$ cat src/rtl/mmu_pkg.sv
package mmu_pkg;

    // Field widths of one joint TLB entry
    localparam int VPN2_W  = 19;
    localparam int ASID_W  = 8;
    localparam int PFN_W   = 20;
    localparam int CACHE_W = 3;

    // Cache attribute that marks a mapped page as uncached
    localparam logic [CACHE_W-1:0] CACHE_UNCACHED = 3'd2;

    // Maintenance operations from the CP0 side
    typedef enum logic [1:0] {
        TU_NOP   = 2'd0,
        TU_TLBWI = 2'd1,    // Write indexed
        TU_TLBR  = 2'd2,    // Read indexed
        TU_TLBP  = 2'd3     // Probe
    } tu_op_e;

    // One entry maps an even/odd pair of 4 KB pages
    typedef struct packed {
        logic [VPN2_W-1:0]  vpn2;
        logic [ASID_W-1:0]  asid;
        logic               g;
        logic [PFN_W-1:0]   pfn0;
        logic [PFN_W-1:0]   pfn1;
        logic [CACHE_W-1:0] c0;
        logic [CACHE_W-1:0] c1;
        logic               d0;
        logic               d1;
        logic               v0;
        logic               v1;
    } tlb_entry_t;

    // Width of one slice in the flattened table
    localparam int ENTRY_W = $bits(tlb_entry_t);

endpackage

$ cat src/rtl/tlb_lookup.sv
`timescale 1ns/1ns

module tlb_lookup #(
    parameter int N_ENTRIES = 16,
    localparam int IDX_W = $clog2(N_ENTRIES)
) (
    input  logic [N_ENTRIES*mmu_pkg::ENTRY_W-1:0] i_table,
    input  logic [31:0]                           i_vaddr,
    input  logic [mmu_pkg::ASID_W-1:0]            i_asid,
    output logic                                  o_hit,
    output logic [IDX_W-1:0]                      o_hit_idx,
    output logic [mmu_pkg::PFN_W-1:0]             o_pfn,
    output logic [mmu_pkg::CACHE_W-1:0]           o_cache,
    output logic                                  o_dirty,
    output logic                                  o_valid
);
    import mmu_pkg::*;

    tlb_entry_t           entries [N_ENTRIES];
    tlb_entry_t           sel;
    logic [N_ENTRIES-1:0] hit_mask;
    logic [IDX_W-1:0]     hit_idx;
    logic                 odd;

    for (genvar i = 0; i < N_ENTRIES; i++) begin : g_match
        assign entries[i] = i_table[i*ENTRY_W +: ENTRY_W];
        // Global entries ignore the ASID
        assign hit_mask[i] = (entries[i].vpn2 == i_vaddr[31:13]) &&
                             ((entries[i].asid == i_asid) || entries[i].g);
    end

    // Lowest matching index wins
    always_comb begin
        hit_idx = '0;
        for (int i = N_ENTRIES - 1; i >= 0; i--) begin
            if (hit_mask[i]) begin
                hit_idx = IDX_W'(i);
            end
        end
    end

    assign sel = entries[hit_idx];
    assign odd = i_vaddr[12];   // Odd page of the pair

    assign o_hit     = |hit_mask;
    assign o_hit_idx = hit_idx;
    assign o_pfn     = odd ? sel.pfn1 : sel.pfn0;
    assign o_cache   = odd ? sel.c1 : sel.c0;
    assign o_dirty   = odd ? sel.d1 : sel.d0;
    assign o_valid   = odd ? sel.v1 : sel.v0;

endmodule

$ cat src/rtl/addr_xlate.sv
`timescale 1ns/1ns

module addr_xlate #(
    parameter int N_ENTRIES = 16,
    parameter bit HAS_WRITE = 1'b1
) (
    input  logic [N_ENTRIES*mmu_pkg::ENTRY_W-1:0] i_table,
    input  logic [31:0]                           i_vaddr,
    input  logic [mmu_pkg::ASID_W-1:0]            i_asid,
    input  logic                                  i_k0_uncached,
    input  logic                                  i_write,
    output logic [31:0]                           o_paddr,
    output logic                                  o_uncached,
    output logic                                  o_refill,
    output logic                                  o_invalid,
    output logic                                  o_modified
);
    import mmu_pkg::*;

    logic               mapped;
    logic               kseg0;
    logic               kseg1;
    logic [31:0]        paddr_direct;
    logic [31:0]        paddr_tlb;
    logic               tlb_hit;
    logic [PFN_W-1:0]   tlb_pfn;
    logic [CACHE_W-1:0] tlb_cache;
    logic               tlb_dirty;
    logic               tlb_valid;

    // kuseg, kseg2 and kseg3 go through the TLB
    assign mapped = !i_vaddr[31] || (i_vaddr[31:30] == 2'b11);
    assign kseg0  = i_vaddr[31:29] == 3'b100;
    assign kseg1  = i_vaddr[31:29] == 3'b101;

    assign paddr_direct = {3'b000, i_vaddr[28:0]};

    tlb_lookup #(
        .N_ENTRIES (N_ENTRIES)
    ) u_lookup (
        .i_table   (i_table),
        .i_vaddr   (i_vaddr),
        .i_asid    (i_asid),
        .o_hit     (tlb_hit),
        .o_hit_idx (),
        .o_pfn     (tlb_pfn),
        .o_cache   (tlb_cache),
        .o_dirty   (tlb_dirty),
        .o_valid   (tlb_valid)
    );

    assign paddr_tlb = {tlb_pfn, i_vaddr[11:0]};
    assign o_paddr   = mapped ? paddr_tlb : paddr_direct;

    always_comb begin
        if (mapped) begin
            o_uncached = tlb_cache == CACHE_UNCACHED;
        end else begin
            o_uncached = kseg1 || (kseg0 && i_k0_uncached);
        end
    end

    assign o_refill  = mapped && !tlb_hit;
    assign o_invalid = mapped && tlb_hit && !tlb_valid;
    // Store to a clean page, data port only
    assign o_modified = HAS_WRITE && mapped && tlb_hit && tlb_valid &&
                        i_write && !tlb_dirty;

    // Flags are mutually exclusive across lookup and segment decode
    always_comb begin
        assert final ($onehot0({o_refill, o_invalid, o_modified}))
            else $error("addr_xlate: more than one exception flag");
    end

endmodule

$ cat src/rtl/tlb_array.sv
`timescale 1ns/1ns

module tlb_array #(
    parameter int N_ENTRIES = 16,
    localparam int IDX_W = $clog2(N_ENTRIES)
) (
    input  logic                                  clk,
    input  logic                                  resetn,
    input  mmu_pkg::tu_op_e                       i_op,
    input  logic [31:0]                           i_op_index,
    input  logic [31:0]                           i_entryhi,
    input  logic [31:0]                           i_entrylo0,
    input  logic [31:0]                           i_entrylo1,
    input  logic                                  i_probe_hit,
    input  logic [IDX_W-1:0]                      i_probe_idx,
    output logic [N_ENTRIES*mmu_pkg::ENTRY_W-1:0] o_table,
    output logic [31:0]                           o_entryhi,
    output logic [31:0]                           o_entrylo0,
    output logic [31:0]                           o_entrylo1,
    output logic [31:0]                           o_index,
    output logic                                  o_op_done
);
    import mmu_pkg::*;

    tlb_entry_t       entries [N_ENTRIES];
    tlb_entry_t       wr_entry;
    tlb_entry_t       rd_entry;
    logic [IDX_W-1:0] op_idx;

    assign op_idx = i_op_index[IDX_W-1:0];

    // Entry from EntryHi and the two EntryLo words
    always_comb begin
        wr_entry      = '0;
        wr_entry.vpn2 = i_entryhi[31:13];
        wr_entry.asid = i_entryhi[7:0];
        wr_entry.g    = i_entrylo0[0] & i_entrylo1[0];
        wr_entry.pfn0 = i_entrylo0[25:6];
        wr_entry.pfn1 = i_entrylo1[25:6];
        wr_entry.c0   = i_entrylo0[5:3];
        wr_entry.c1   = i_entrylo1[5:3];
        wr_entry.d0   = i_entrylo0[2];
        wr_entry.d1   = i_entrylo1[2];
        wr_entry.v0   = i_entrylo0[1];
        wr_entry.v1   = i_entrylo1[1];
    end

    always_ff @(posedge clk) begin
        if (!resetn) begin
            for (int i = 0; i < N_ENTRIES; i++) begin
                entries[i] <= '0;
            end
        end else if (i_op == TU_TLBWI) begin
            entries[op_idx] <= wr_entry;
        end
    end

    for (genvar i = 0; i < N_ENTRIES; i++) begin : g_flat
        assign o_table[i*ENTRY_W +: ENTRY_W] = entries[i];
    end

    assign rd_entry = entries[op_idx];

    // Results land one cycle after the op, alongside o_op_done
    always_ff @(posedge clk) begin
        if (!resetn) begin
            o_op_done  <= 1'b0;
            o_entryhi  <= '0;
            o_entrylo0 <= '0;
            o_entrylo1 <= '0;
            o_index    <= '0;
        end else begin
            o_op_done <= i_op != TU_NOP;
            case (i_op)
                TU_TLBR: begin
                    o_entryhi  <= {rd_entry.vpn2, 5'b0, rd_entry.asid};
                    o_entrylo0 <= {6'b0, rd_entry.pfn0, rd_entry.c0,
                                   rd_entry.d0, rd_entry.v0, rd_entry.g};
                    o_entrylo1 <= {6'b0, rd_entry.pfn1, rd_entry.c1,
                                   rd_entry.d1, rd_entry.v1, rd_entry.g};
                end
                TU_TLBP: begin
                    // P bit set on a miss
                    o_index <= {!i_probe_hit, {(31-IDX_W){1'b0}},
                                i_probe_hit ? i_probe_idx : IDX_W'(0)};
                end
                default: ;
            endcase
        end
    end

    a_done_clear_after_reset: assert property (
        @(posedge clk) !resetn |=> !o_op_done
    ) else $error("tlb_array: o_op_done set right after reset");

    a_op_known: assert property (
        @(posedge clk) disable iff (!resetn) !$isunknown(i_op)
    ) else $error("tlb_array: i_op unknown");

endmodule

$ cat src/rtl/translation_unit.sv
`timescale 1ns/1ns

module translation_unit #(
    parameter int N_ENTRIES = 16
) (
    input  logic            clk,
    input  logic            resetn,
    input  logic            i_k0_uncached,

    // Fetch port
    input  logic [31:0]     i_if_vaddr,
    output logic [31:0]     o_if_paddr,
    output logic            o_if_uncached,
    output logic            o_if_refill,
    output logic            o_if_invalid,

    // Data port
    input  logic [31:0]     i_dt_vaddr,
    input  logic            i_dt_write,
    output logic [31:0]     o_dt_paddr,
    output logic            o_dt_uncached,
    output logic            o_dt_refill,
    output logic            o_dt_invalid,
    output logic            o_dt_modified,

    // CP0 maintenance
    input  mmu_pkg::tu_op_e i_op,
    input  logic [31:0]     i_op_index,
    input  logic [31:0]     i_entryhi,
    input  logic [31:0]     i_entrylo0,
    input  logic [31:0]     i_entrylo1,
    output logic [31:0]     o_entryhi,
    output logic [31:0]     o_entrylo0,
    output logic [31:0]     o_entrylo1,
    output logic [31:0]     o_index,
    output logic            o_op_done
);
    import mmu_pkg::*;

    localparam int IDX_W = $clog2(N_ENTRIES);

    logic [N_ENTRIES*ENTRY_W-1:0] table_flat;
    logic                         probe_hit;
    logic [IDX_W-1:0]             probe_idx;

    tlb_array #(
        .N_ENTRIES (N_ENTRIES)
    ) u_array (
        .clk         (clk),
        .resetn      (resetn),
        .i_op        (i_op),
        .i_op_index  (i_op_index),
        .i_entryhi   (i_entryhi),
        .i_entrylo0  (i_entrylo0),
        .i_entrylo1  (i_entrylo1),
        .i_probe_hit (probe_hit),
        .i_probe_idx (probe_idx),
        .o_table     (table_flat),
        .o_entryhi   (o_entryhi),
        .o_entrylo0  (o_entrylo0),
        .o_entrylo1  (o_entrylo1),
        .o_index     (o_index),
        .o_op_done   (o_op_done)
    );

    // Fetch never stores
    addr_xlate #(
        .N_ENTRIES (N_ENTRIES),
        .HAS_WRITE (1'b0)
    ) u_if_xlate (
        .i_table       (table_flat),
        .i_vaddr       (i_if_vaddr),
        .i_asid        (i_entryhi[7:0]),
        .i_k0_uncached (i_k0_uncached),
        .i_write       (1'b0),
        .o_paddr       (o_if_paddr),
        .o_uncached    (o_if_uncached),
        .o_refill      (o_if_refill),
        .o_invalid     (o_if_invalid),
        .o_modified    ()
    );

    addr_xlate #(
        .N_ENTRIES (N_ENTRIES),
        .HAS_WRITE (1'b1)
    ) u_dt_xlate (
        .i_table       (table_flat),
        .i_vaddr       (i_dt_vaddr),
        .i_asid        (i_entryhi[7:0]),
        .i_k0_uncached (i_k0_uncached),
        .i_write       (i_dt_write),
        .o_paddr       (o_dt_paddr),
        .o_uncached    (o_dt_uncached),
        .o_refill      (o_dt_refill),
        .o_invalid     (o_dt_invalid),
        .o_modified    (o_dt_modified)
    );

    // Probe matches EntryHi VPN2 and ASID against the table
    tlb_lookup #(
        .N_ENTRIES (N_ENTRIES)
    ) u_probe (
        .i_table   (table_flat),
        .i_vaddr   (i_entryhi),
        .i_asid    (i_entryhi[7:0]),
        .o_hit     (probe_hit),
        .o_hit_idx (probe_idx),
        .o_pfn     (),
        .o_cache   (),
        .o_dirty   (),
        .o_valid   ()
    );

endmodule

$ cat config.mk
export PLATFORM = sky130hd
export DESIGN_NAME = translation_unit
export DESIGN_NICKNAME = d
export VERILOG_FILES = /design/src/rtl/mmu_pkg.sv /design/src/rtl/tlb_lookup.sv /design/src/rtl/addr_xlate.sv /design/src/rtl/tlb_array.sv /design/src/rtl/translation_unit.sv
export SDC_FILE = /design/constraint.sdc
export NUM_CORES = 2
export LEC_CHECK = 0
export BUFFER_PORTS_ARGS = -buffer_cell sky130_fd_sc_hd__buf_2
export CAP_MARGIN = 5
export CORE_MARGIN = 5
export CORE_UTILIZATION = 30
export CTS_BUF_LIST = sky130_fd_sc_hd__clkbuf_8
export DETAILED_ROUTE_END_ITERATION = 12
export MAX_ROUTING_LAYER = met4
export PLACE_DENSITY = 0.43
export SLEW_MARGIN = 30
export SYNTH_ARGS = -nofsm -noshare
export SYNTH_HDL_FRONTEND = slang
export SYNTH_SLANG_ARGS = --single-unit
$ cat constraint.sdc
create_clock -name clk -period 11.7 [get_ports clk]
set_clock_uncertainty 0.15 [all_clocks]
set_input_delay 2.34 -clock clk [delete_from_list [all_inputs] [get_ports clk]]
set_output_delay 2.34 -clock clk [all_outputs]
set_load 0.02 [all_outputs]
# --- Word-level counts from Yosys, hierarchy flattened ---
# Memories as Yosys holds them, arrays and structs flattened.
# Cells that the tools add are included.
op_classes:
  order_cmp: 2
  eq_ne: 75
  n_mux: 73
  bitwise_logic: 3
  reduce_logical: 92
op_table:
  columns: ["operator", "count"]
  rows:
  - ["19-bit == test", 48]
  - ["78-bit binary-select mux with 4-bit select", 2]
  - ["4-bit 2-to-1 mux", 50]
  - ["50-bit 2-to-1 mux", 4]
  - ["8-bit == test", 16]
  - ["78-bit 2-to-1 mux", 1]
  - ["78-bit OR reduction", 1]
  - ["32-bit 2-to-1 mux", 2]
  - ["1-bit logical AND", 59]
  - ["16-bit OR reduction", 3]
  - ["20-bit 2-to-1 mux", 2]
  - ["1-bit logical OR", 20]
  - ["3-bit == test, second input constant", 4]
  - ["5-bit >= comparator, second input constant", 2]
  - ["1-bit 2-to-1 mux", 10]
  - ["4-bit inverter with 5-bit output", 2]
  - ["2-bit == test, second input constant", 4]
  - ["1-bit zero test", 8]
  - ["3-bit by 2-bit == test with 1-bit output, second input constant", 2]
  - ["3-bit 2-to-1 mux", 2]
  - ["2-bit by 1-bit == test with 1-bit output, second input constant", 1]
  - ["2-bit nonzero test", 1]
  - ["1-bit AND", 1]
word_totals:
  regBits: 85
  ram_bits: 1248
  input_bits: 198
  output_inout_bits: 200
  memories: 1
mem_list:
  columns: ["name", "words", "word_bits", "rd", "rd_ports_with_merged_regs", "write_ports", "line_no", "rtl"]
  rows:
  - ["u_array.entries", 16, 78, 17, 0, 16, "tlb_array.sv:25", "tlb_entry_t entries [N_ENTRIES];"]

# --- Depth between registers and ports, before layout ---
# An unclocked memory read counts as a cell.
depth:
  word_depth: 28
  depth_mapped: 18
  ltp_nobuf: 12

# --- By module ---
# Synthesis repeated with hierarchy kept, for this count alone.
unflattened:
  cells_unflattened: 10310
  area_unflattened_um2: 106211.9
modules_own_cells:
  columns: ["module", "instances", "cells_per_inst", "area_each_um2", "seq_area_each_um2"]
  rows:
  - ["tlb_array", 1, 4274, 59543.4, 39157.6]
  - ["tlb_lookup", 3, 1983, 15250.9, 0.0]
  - ["addr_xlate at u_dt_xlate", 1, 43, 457.9, 0.0]
  - ["addr_xlate at u_if_xlate", 1, 43, 454.2, 0.0]
  - ["translation_unit", 1, 1, 3.8, 0.0]

# --- Worst setup path before layout ---
# OpenSTA, ideal clock, no wires.
synth_path:
  path_type: "in2reg"
  from: "input port i_op_index[0]"
  to: "memory u_array.entries[11][0] in the netlist's numbering (enable)"
  arrival_ps: 9182
  required_ps: 10928
  slack_ps: 1746
  cell_stages: 6
  cell_sequence: "clkbuf_1 buf_1 clkbuf_1 clkbuf_1 nand3_1 o21ai_0"
synth_lines:
  columns: ["element", "line_no", "rtl"]
  rows:
  - ["start, declared", "translation_unit.sv:28", "input logic [31:0] i_op_index,"]
  - ["end, declared", "tlb_array.sv:25", null]

# --- Worst setup path in the final report ---
layout_path:
  from: "input port i_entryhi[2]"
  to: "output port o_dt_paddr[18]"
layout_between:
  elab_chain_len: 25
  word_cells_on_any_way: 70
layout_rtl:
  columns: ["element", "line_no", "rtl"]
  rows:
  - ["start, declared", "translation_unit.sv:29", "input logic [31:0] i_entryhi,"]
  - ["8-bit == test", "tlb_lookup.sv:29", "((entries[i].asid == i_asid) || entries[i].g);"]
  - ["1-bit logical OR", "tlb_lookup.sv:29", null]
  - ["1-bit logical AND", "tlb_lookup.sv:28", "assign hit_mask[i] = (entries[i].vpn2 == i_vaddr[31:13]) &&"]
  - ["4-bit 2-to-1 mux (15 in a row)", "tlb_lookup.sv:36", "if (hit_mask[i]) begin"]
  - ["4-bit 2-to-1 mux (*)", "tlb_lookup.sv:36", null]
  - ["4-bit inverter with 5-bit output (implied by the code) (*)", "tlb_lookup.sv:42", "assign sel = entries[hit_idx];"]
  - ["78-bit binary-select mux with 4-bit select (*)", "tlb_lookup.sv:42", null]
  - ["50-bit 2-to-1 mux (implied by the code) (*) (2 in a row)", "tlb_lookup.sv:42", null]
  - ["20-bit 2-to-1 mux (*)", "tlb_lookup.sv:47", "assign o_pfn = odd ? sel.pfn1 : sel.pfn0;"]
  - ["32-bit 2-to-1 mux (*)", "addr_xlate.sv:53", "assign o_paddr = mapped ? paddr_tlb : paddr_direct;"]
  - ["end, declared", "translation_unit.sv:20", "output logic [31:0] o_dt_paddr,"]
# Mark *: on every way between the ends. The rest lies on a longest branch, timed or not. The select of a mux whose other input is x is not followed.

==> impl_summary.md <==
Die
The height of the die is 546 um. After floorplanning, the core was sized to cover 285000 um^2. The top-level port count is 398. The horizontal die dimension is 546 um.

The floorplan has 196 rows. Once the floorplan was initialized, standard cells occupied 30.2% of the core. The die covers 298000 um^2.

Synth
Summing the areas of all compound-gate instances in the mapped netlist gives 6.42% of the synthesized area. After synthesis, the largest family of logic cells by area is simple AND/OR/NAND/NOR gates. The number of library cell types mapped by synthesis is 88. For this run, asynchronously set or reset flops after synthesis account for 0%. The netlist area before placement is 86100 um^2. The portion of synthesized area spent on multiplexers is 14.5%. The count of flip-flops with a built-in enable after synthesis is 1248.

Yosys attributes the largest share of cell area to sky130_fd_sc_hd__edfxtp_1, sky130_fd_sc_hd__mux4_2, sky130_fd_sc_hd__and3_1. Averaged over all synthesized cells, the footprint is 11.3 um^2. The most area-hungry cell type in the Yosys netlist is sky130_fd_sc_hd__edfxtp_1.

In this run, synthesis produced a sequential element count of 1332. After Yosys synthesis, XOR and XNOR cells account for 10.6% of the synthesized area. The sequential area share after synthesis is 45.5%. The adder and majority cell fraction of the synthesized area is 0%. In the synthesized netlist the dominant register cell turns out to be sky130_fd_sc_hd__edfxtp_1. The top cell type's share of synthesized area is 43.5%.

After technology mapping, the gate count stands at 7611. The synthesized netlist devotes 18.1% of its cell area to simple gates. The Yosys step of the flow raised 0 warnings.

Clock network
Clock latency on the worst-skew pair, taken at its later pin, is 980 ps. After clock tree synthesis, the clock-pin slew on the worst setup and hold paths is 50 ps. The maximum buffer depth of the clock tree is 4. The TritonCTS clock tree is built. The post-cts resize count is 0. The master cell of the clock root buffer is sky130_fd_sc_hd__clkbuf_8.

Once the clock tree was built, the setup fixing pass inserted 0 buffers. The level count of the clock H-tree is 5. Buffers inserted to repair hold after CTS numbered 0.

In this run, CTS created clock tree buffers numbering 277. CTS saw 1332 sinks.

Global routing
Global routing used 5.25% of the available met3 tracks. For met2 alone, demand over resource in global routing was 43.4%. Entering global routing, the biggest net connects 213 pins. The via count of the first global-routing pass is 68353. The first global-routing pass estimated 592000 um of wire. The number of antenna violations at the first check in global routing is 52. Global routing consumed, on the met1 layer, 37.2% of the routing resources.

Across every metal layer, demand over resource in global routing totals 28.8%. The overflow left after global routing is 0. In this run the most used layer during global routing was met2.

STA
The count of endpoints failing setup in the final report is 0. After layout, the worst path uses 93.0% of the clock period. Setup repair after global routing left no endpoint under its margin.

Derived from the worst setup path, the maximum achievable clock frequency is 91.9 MHz. The worst path meets setup with 818 ps of slack. The routed design could run at a clock period as short as 10880 ps. The transition at the pin with the smallest max-transition slack is 1210 ps. The post-route setup TNS is 0 ps. The final number of hold-violating endpoints was 0.

Headroom to the max-slew limit came out at 19.4%. The final number of max-transition violations is 0.

Setup path
The family of cells with the greatest summed delay on the critical path is simple AND/OR/NAND/NOR gates. The number of buffers and inverters on the critical path is 4. Traced cell by cell, the critical path runs through buf_2 > buf_4 > xor2_1 > nor4_1 > a21oi_1 > nor4_1 > or2_2 > a2111oi_4 > buf_4 > or2_2 > nor2_2 > a221oi_1 > a211oi_1 > a31oi_1 > a31oi_1 > buf_2.

The worst setup path is launched from an input port. The kind of end point of the critical path is an output pin. Data on the critical path is required at its endpoint by 9210 ps. Along the worst path, the maximum fanout reaches 22.

The slowest stage of the critical path belongs to the cell sky130_fd_sc_hd__nor4_1. The start-to-end type of the worst setup path is in -> out. The delay contributed by the slowest stage of the critical path is 880 ps. At the worst endpoint, the arrival time is 8390 ps.

Pwr
The combinational group share of total power is 14.8%. The leakage power of the design is 37.3 nW. The share of total power dissipated in sequential elements is 47.3%. Per report_power, the clock group accounts for 37.9% of the total. Dividing total power by cell area gives a power density of 127 nW/um^2.

The worst-case IR drop observed on VDD is 0.0816 mV. In this run switching power makes up 30.8% of total power. After layout, the design draws a total of 12.2 mW. The net load switching power is 3.76 mW. The design internal power is 8.47 mW.

Job
Across the run, the number of max-cap violations was 0.

Cells and area
The area growth from synthesis to layout is 12.0%. The net total in the final layout is 7809. In the layout the commonest cells are sky130_fd_sc_hd__edfxtp_1, sky130_fd_sc_hd__and3_1, sky130_fd_sc_hd__nand2_1. The library cell used most frequently in the layout, excluding fill and tap cells, is sky130_fd_sc_hd__edfxtp_1. The finished cells cover 96400 um^2. The layout cell share with drive strength beyond 1 is 18.7%.

Routing
The detail route stage leaves a number of antenna-violating nets equal to 0. After detailed routing, the number of remaining DRC violations is 0. The iteration count of the initial detailed-routing pass is 6. In the routed layout, each cell is associated on average with a via count of 6.08. Across all layers, the routed design uses 70487 vias.

The mean routed wirelength per cell is 37.5 um. In this run, the number of DRC markers left after iteration 0 of detailed routing was 9301. Summed over all layers, the routed wires come to 435000 um.

Placement
Buffers placed on the I/O ports in this run total 260. The HPWL after detailed placement is 277000 um. At the end of routability-driven placement, the weighted congestion stood at 0.999. At the placement stage, the worst setup path has a slack of 991 ps. The placed instances occupy a cell area of 91400 um^2.

Outcome
The run finished with clean final reports.

Hold path
The worst hold path belongs to the class reg -> reg.
[cells by family after synthesis]
logic type / Yosys count
buffers and inverters: 912
and+or+nand+nor: 2851
DFF: 1332
muxes: 750
AOI/OAI and AO/OA: 725
other: 1
xor gates and xnor gates: 1040
[synthesized netlist by cell type (10+ instances only)]
library cell,count
sky130_fd_sc_hd__a211oi_1,36
sky130_fd_sc_hd__a21boi_0,83
sky130_fd_sc_hd__a21oi_1,106
sky130_fd_sc_hd__a221o_1,36
sky130_fd_sc_hd__a221oi_1,58
sky130_fd_sc_hd__a311oi_1,15
sky130_fd_sc_hd__a31o_2,12
sky130_fd_sc_hd__a31oi_1,129
sky130_fd_sc_hd__a32o_1,33
sky130_fd_sc_hd__a32oi_1,54
sky130_fd_sc_hd__a41oi_1,24
sky130_fd_sc_hd__and2_1,320
sky130_fd_sc_hd__and3_1,953
sky130_fd_sc_hd__buf_1,58
sky130_fd_sc_hd__buf_2,163
sky130_fd_sc_hd__buf_4,135
sky130_fd_sc_hd__buf_6,23
sky130_fd_sc_hd__clkbuf_1,527
sky130_fd_sc_hd__dfxtp_1,84
sky130_fd_sc_hd__edfxtp_1,1248
sky130_fd_sc_hd__mux2_2,31
sky130_fd_sc_hd__mux2i_1,327
sky130_fd_sc_hd__mux4_2,391
sky130_fd_sc_hd__nand2_1,739
sky130_fd_sc_hd__nand2b_1,14
sky130_fd_sc_hd__nand3_1,141
sky130_fd_sc_hd__nand4_1,120
sky130_fd_sc_hd__nor2_1,111
sky130_fd_sc_hd__nor2b_1,18
sky130_fd_sc_hd__nor3_1,113
sky130_fd_sc_hd__nor3b_1,15
sky130_fd_sc_hd__nor4_1,235
sky130_fd_sc_hd__o21ai_0,36
sky130_fd_sc_hd__o22ai_1,10
sky130_fd_sc_hd__o41ai_1,10
sky130_fd_sc_hd__or2_2,11
sky130_fd_sc_hd__or3b_2,18
sky130_fd_sc_hd__or4_1,15
sky130_fd_sc_hd__xnor2_1,390
sky130_fd_sc_hd__xor2_1,650
[per-stage QoR]
step                      utilization, %  hold slack [ps]  cells
final                               33.8              310  11599
after global placement              31.9              305  11085
after global routing                33.8              332  11591
after detailed placement            32.0              306  11091
after CTS                           33.7              313  11563
after floorplan                        -              389   7654
[final cells by class]
cell class | instances | area [um^2]
clock buffer | 288 | 3960
fill | 28604 | 189000
timing repair buffer | 584 | 4380
multi-input combinational | 5410 | 43200
inverter | 6 | 22.5
sequential | 1332 | 39200
tap | 3762 | 4710
antenna | 33 | 82.6
clock inverter | 184 | 895
[worst paths after layout]
path,endpoint,startpoint,slack (ps),cells after the start
min,u_array.o_entrylo1[5]$_SDFFE_PN0N_,u_array.o_entrylo1[5]$_SDFFE_PN0N_,310,2
max,o_dt_paddr[18],i_entryhi[2],820,16
min reg2reg,u_array.o_entrylo1[5]$_SDFFE_PN0N_,u_array.o_entrylo1[5]$_SDFFE_PN0N_,310,2
max reg2reg,u_array.o_index[0]$_SDFFE_PN0N_,u_array.entries[13][74]$_SDFFCE_PN0P_,7630,12
[state kept, by name, indices dropped and copies added, names as in the netlist]
name                cells
u_array.entries      1248
u_array.o_entryhi      27
u_array.o_entrylo0     26
u_array.o_entrylo1     25
u_array.o_index         5
u_array.o_op_done       1
[routing by layer]
metal	wire length [um]	part of all wire, %	up-vias
li1	-	-	28526
met1	176000	40	36338
met2	194000	44	4598
met3	38800	8.9	1025
met4	26800	6.2	0
met5	0	0	-
[worst min-delay path, delay by kind of cell, from the launching register on]
kind,cells,cell delay [ps]
flip-flops,1,300
AND/OR/NAND/NOR,1,40
AO/OA/AOI/OAI,1,60
[power groups by stage]
stage	registers, mW	clock network [mW]	logic, mW
CTS	5.77	4.73	1.79
global route	5.80	4.94	1.87
finish	5.78	4.64	1.81
floorplan	5.79	0	1.05
global placement	5.86	0	1.78
detailed placement	5.87	0	1.78
No activity file was read; power rests on OpenSTA's default activity.
